$ cat config.mk
export PLATFORM = sky130hd
export DESIGN_NAME = result_writeback
export DESIGN_NICKNAME = d
export VERILOG_FILES = /design/src/oc_pkg.sv /design/src/result_writeback.sv
export SDC_FILE = /design/constraint.sdc
export NUM_CORES = 1
export LEC_CHECK = 0
export BUFFER_PORTS_ARGS = -buffer_cell sky130_fd_sc_hd__buf_2
export CAP_MARGIN = 10
export CELL_PAD_IN_SITES_DETAIL_PLACEMENT = 0
export CELL_PAD_IN_SITES_GLOBAL_PLACEMENT = 1
export CORE_AREA = 4 4 312 314
export DETAILED_ROUTE_END_ITERATION = 10
export DIE_AREA = 0 0 316 318
export PLACE_DENSITY = 0.39
export SLEW_MARGIN = 10
export SYNTH_ARGS = -nofsm -noshare
export SYNTH_HDL_FRONTEND = slang
export SYNTH_SLANG_ARGS = --single-unit
$ cat constraint.sdc
create_clock -name clk -period 0.8 [get_ports clk]
set_input_delay 0.08 -clock clk [delete_from_list [all_inputs] [get_ports clk]]
set_output_delay 0.08 -clock clk [all_outputs]
set_load 0.005 [all_outputs]
$ cat src/oc_pkg.sv
`default_nettype none

package oc_pkg;

	localparam int num_lanes = 8;
	localparam int lane_w = 32;
	localparam int num_banks = 4;
	localparam int bank_rows = 64;

	typedef logic [lane_w-1:0] lane_word_t;
	typedef logic [num_lanes*lane_w-1:0] vreg_t;
	typedef logic [4:0] reg_id_t;
	typedef logic [2:0] warp_id_t;
	typedef logic [1:0] bank_id_t;
	typedef logic [5:0] row_t;
	typedef logic [2:0] oc_tag_t;	// {collector id, slot}

	typedef enum logic [3:0] {
		alu_add = 4'd0,
		alu_sub = 4'd1,
		alu_and = 4'd2,
		alu_or = 4'd3,
		alu_xor = 4'd4,
		alu_shl = 4'd5,
		alu_shr = 4'd6,
		alu_min = 4'd7
	} alu_op_e;

	typedef struct packed {
		logic [3:0] op;
		warp_id_t warp;
		reg_id_t dst;
		reg_id_t src1;
		reg_id_t src2;
		logic imm_valid;
		logic [8:0] imm;
	} instr_t;

	typedef struct packed {
		alu_op_e op;
		warp_id_t warp;
		reg_id_t dst;
		reg_id_t src1;
		reg_id_t src2;
		logic imm_valid;
		lane_word_t imm;	// already sign extended
	} issue_ctrl_t;

	typedef struct packed {
		logic valid;
		bank_id_t bank;
		row_t row;
		oc_tag_t tag;
	} bank_req_t;

	typedef struct packed {
		logic vld;
		oc_tag_t tag;
		vreg_t data;
	} bank_reply_t;

	typedef struct packed {
		logic valid;
		warp_id_t warp;
		reg_id_t dst;
		vreg_t data;
	} exec_pkt_t;

	typedef struct packed {
		logic valid;
		warp_id_t warp;
		reg_id_t rid;
		vreg_t data;
	} load_req_t;

	function automatic bank_id_t bank_of(reg_id_t r);
		return r[1:0];
	endfunction

	function automatic row_t row_of(warp_id_t w, reg_id_t r);
		return {w, r[4:2]};
	endfunction

endpackage

`default_nettype wire

$ cat src/result_writeback.sv
`timescale 1ns/1ps
`default_nettype none

module result_writeback (
	input wire clk,
	input wire rst,
	input wire oc_pkg::exec_pkt_t exec,
	output oc_pkg::load_req_t wr,
	output oc_pkg::exec_pkt_t wb_out
);
	import oc_pkg::*;

	exec_pkt_t wb_q;

	always_ff @(posedge clk)
	begin
		if (exec.valid)
		begin
			wb_q.warp <= exec.warp;
			wb_q.dst <= exec.dst;
			wb_q.data <= exec.data;
		end
		if (!rst)
			wb_q.valid <= 1'b0;
		else
			wb_q.valid <= exec.valid;	// one cycle pulse per result
	end

	// bank write and output port in the same cycle
	assign wr = '{
		valid: wb_q.valid,
		warp: wb_q.warp,
		rid: wb_q.dst,
		data: wb_q.data
	};

	assign wb_out = wb_q;

endmodule

`default_nettype wire

==> qor.csv <==
metric,value,unit
status,finished with violations,
failing checks,setup timing,
"Avg Cell Area, Syn",18.7,sq um
DRT iter0 DRCs,293,
htree depth,2,
dpl cells,2357,
max-cap violations,0,
final worst setup slack,-0.488,ns
GRT Util Overall,0.0749,
worst-case vdd ir drop,1240,uV
CTS buffer count,34,
Clk pwr share,0.420,
Post-Syn Area,9940,sq um
total grt overflow,0,
P&R area growth vs syn,80.7,%
Stages on worst setup path,1,
"Largest stage delay, worst path",0.49,ns
Gate power share,0.129,
LEAKAGE,0.00770,uW
Finished Layout Cells,2686,
Adder-Cell Fraction of Synth Area,0,
CTS root buffer,clkbuf_16,
CTS tree,built,
PwrDens,2140,nW/um^2
Final Max Tran Viols,0,
via/cell ratio,2.74,
CP endpoint,wb_out[231],
Slew headroom,0.736,
largest area contributor in the netlist,edfxtp_1,
largest net degree at the start of global routing,29,
synth unique cells,4,
Post-DP HPWL,32.7,mm
crit start category,flop,
#FFs+latches synth,265,
Die Width,316,um
Post-Syn Nets,798,
Sw Ratio,0.223,
Syn Inst Count,531,
Worst EP required,0.72,ns
DRT antenna net count,0,
"Seq/Total Area, Yosys",0.799,
WP buf/inv,1,
"CTS clk-pin slew, worst paths",0.06,ns
Post-Route WL,40.8,mm
worst path cell trace,buf_2,
worst-path fanout max,2,
Synth area leaders,"edfxtp_1, buf_4, dfxtp_1",
"delay-heaviest family, CP",flip-flops,
First-pass DRT Iterations,4,
Final period util,1.61,
starting density of the core,0.105,
Overall Power,38500,uW
crit end category,output pin,
f_max,777,MHz
vias in the first global route,8229,
initial antenna violation count,3,
placer congestion estimate,0.761,
top-area cell type share of the netlist area,0.797,
WP data arrival,1.21,ns
Site Rows,113,
synthesis warning total,0,
xor/xnor cell area share of the yosys netlist,0,
Final Critical Period,1.29,ns
# clock sinks,265,
die height,318,um
io pins,797,
Seq pwr share,0.451,
fin nets,1663,
Worst-Margin Slew,0.396,ns
DRC,0,
share of layout cells above drive strength 1,0.617,
Worst Hold Class,input pin to flop,
RSZ-0062 raised after global routing,yes,
worst-case clock buffer depth,3,
Post-Synth Simple-Gate Area,0.000629,
cell-internal power,29900,uW
Final setup viols,534,
CP startpoint,wb_out[231],
die area,100000,sq um
via count,7372,
Crit Path Category,flop to output pin,
hold violation total from the final report,0,
Post-CTS Setup Bufs,0,
largest family of logic cells by synthesized area,buffers and inverters,
Worst path slowest cell,edfxtp_1,
drt wl/cell,15.2,um
I/O Buffers,796,
Compound-Gate Fraction of Synth Area,0,
net switching power figure,8580,uW
first-pass GRT wire length,54.6,mm
Largest register FFs,265,
post-synthesis mux area share,0,
Core ar.,94600,sq um
## per-stage QoR
stage	area, sq um	worst slack [ns]	hold slack [ns]	TNS (ns)	util
after floorplan	9940	0.194	0.179	0	-
after global placement	13800	-0.117	0.256	-18.36	0.146
after detailed placement	13800	-0.142	0.258	-21.30	0.146
after CTS	17900	-0.579	0.00685	-253.43	0.190
after global routing	18000	-0.567	0.0290	-243.01	0.190
final	18000	-0.488	0.0632	-195.40	0.190
## layout make-up
class / count / area, sq um
Tap cell: 1265 / 1580
Fill cell: 10252 / 76600
Multi-Input combinational cell: 1 / 6.26
Timing Repair Buffer: 1094 / 7250
Clock inverter: 19 / 264
Sequential cell: 265 / 7950
Clock buffer: 41 / 918
Antenna cell: 1 / 2.50
## placed cells by master, fill, tap and decap left out
cell type and n:
and2_1 1, buf_12 6, buf_2 755, buf_4 23, buf_6 41, buf_8 1, bufinv_16 7, clkbuf_1 4
clkbuf_16 36, clkbuf_8 2, clkinv_1 8, clkinv_2 3, dfxtp_2 1, diode_2 1, dlygate4sd3_1 266, dlymetal6s2s_1 1
edfxtp_1 264, inv_6 1
## synth_stat cells
| master | count |
|---|---|
| buf_4 | 265 |
| edfxtp_1 | 264 |
| and2_1 | 1 |
| dfxtp_1 | 1 |
## per-layer routing
metal | vias to the layer above | wire length, um | GRT usage
li1 | 3365 | - | -
met1 | 3501 | 14800 | 0.0782
met2 | 462 | 20700 | 0.135
met3 | 42 | 4170 | 0.0307
met4 | 2 | 1100 | 0.0249
met5 | - | 13 | 0
## cell families (layout without fill, tap and decap cells)
kind of cell           after synthesis  after routing
buffers and inverters              265           1154
flip-flops                         265            265
other                                0              1
AND/OR/NAND/NOR                      1              1
## power by group through the flow
| stage | combinational [uW] | sequential (uW) | clock, uW |
|---|---|---|---|
| floorplan | 1580 | 17500 | 0 |
| global placement | 3900 | 17600 | 0 |
| detailed placement | 3810 | 17600 | 0 |
| CTS | 5060 | 17400 | 17100 |
| global route | 5400 | 17500 | 17700 |
| finish | 4980 | 17300 | 16200 |
## worst min-delay path by stage
stage                     cells after the start           to  slack [ns]  startpoint
after floorplan                               0    wb_out[0]        0.18     exec[0]
after global placement                        1  wb_out[137]        0.26   exec[137]
after detailed placement                      1   wb_out[51]        0.26    exec[51]
after CTS                                     3   wb_out[90]       0.007   exec[264]
after global routing                          3  wb_out[131]        0.03   exec[264]
final                                         3   wb_out[90]        0.06   exec[264]
## repair_timing
| action | CTS | global route |
|---|---|---|
| hold endpoints to repair | 290 | 4 |
| gates resized for setup | 68 | 6 |
| setup endpoints to repair | 530 | 673 |
| hold buffers | 267 | 1 |
| gates cloned | 0 | 1 |
No activity file was read; power rests on OpenSTA's default activity.
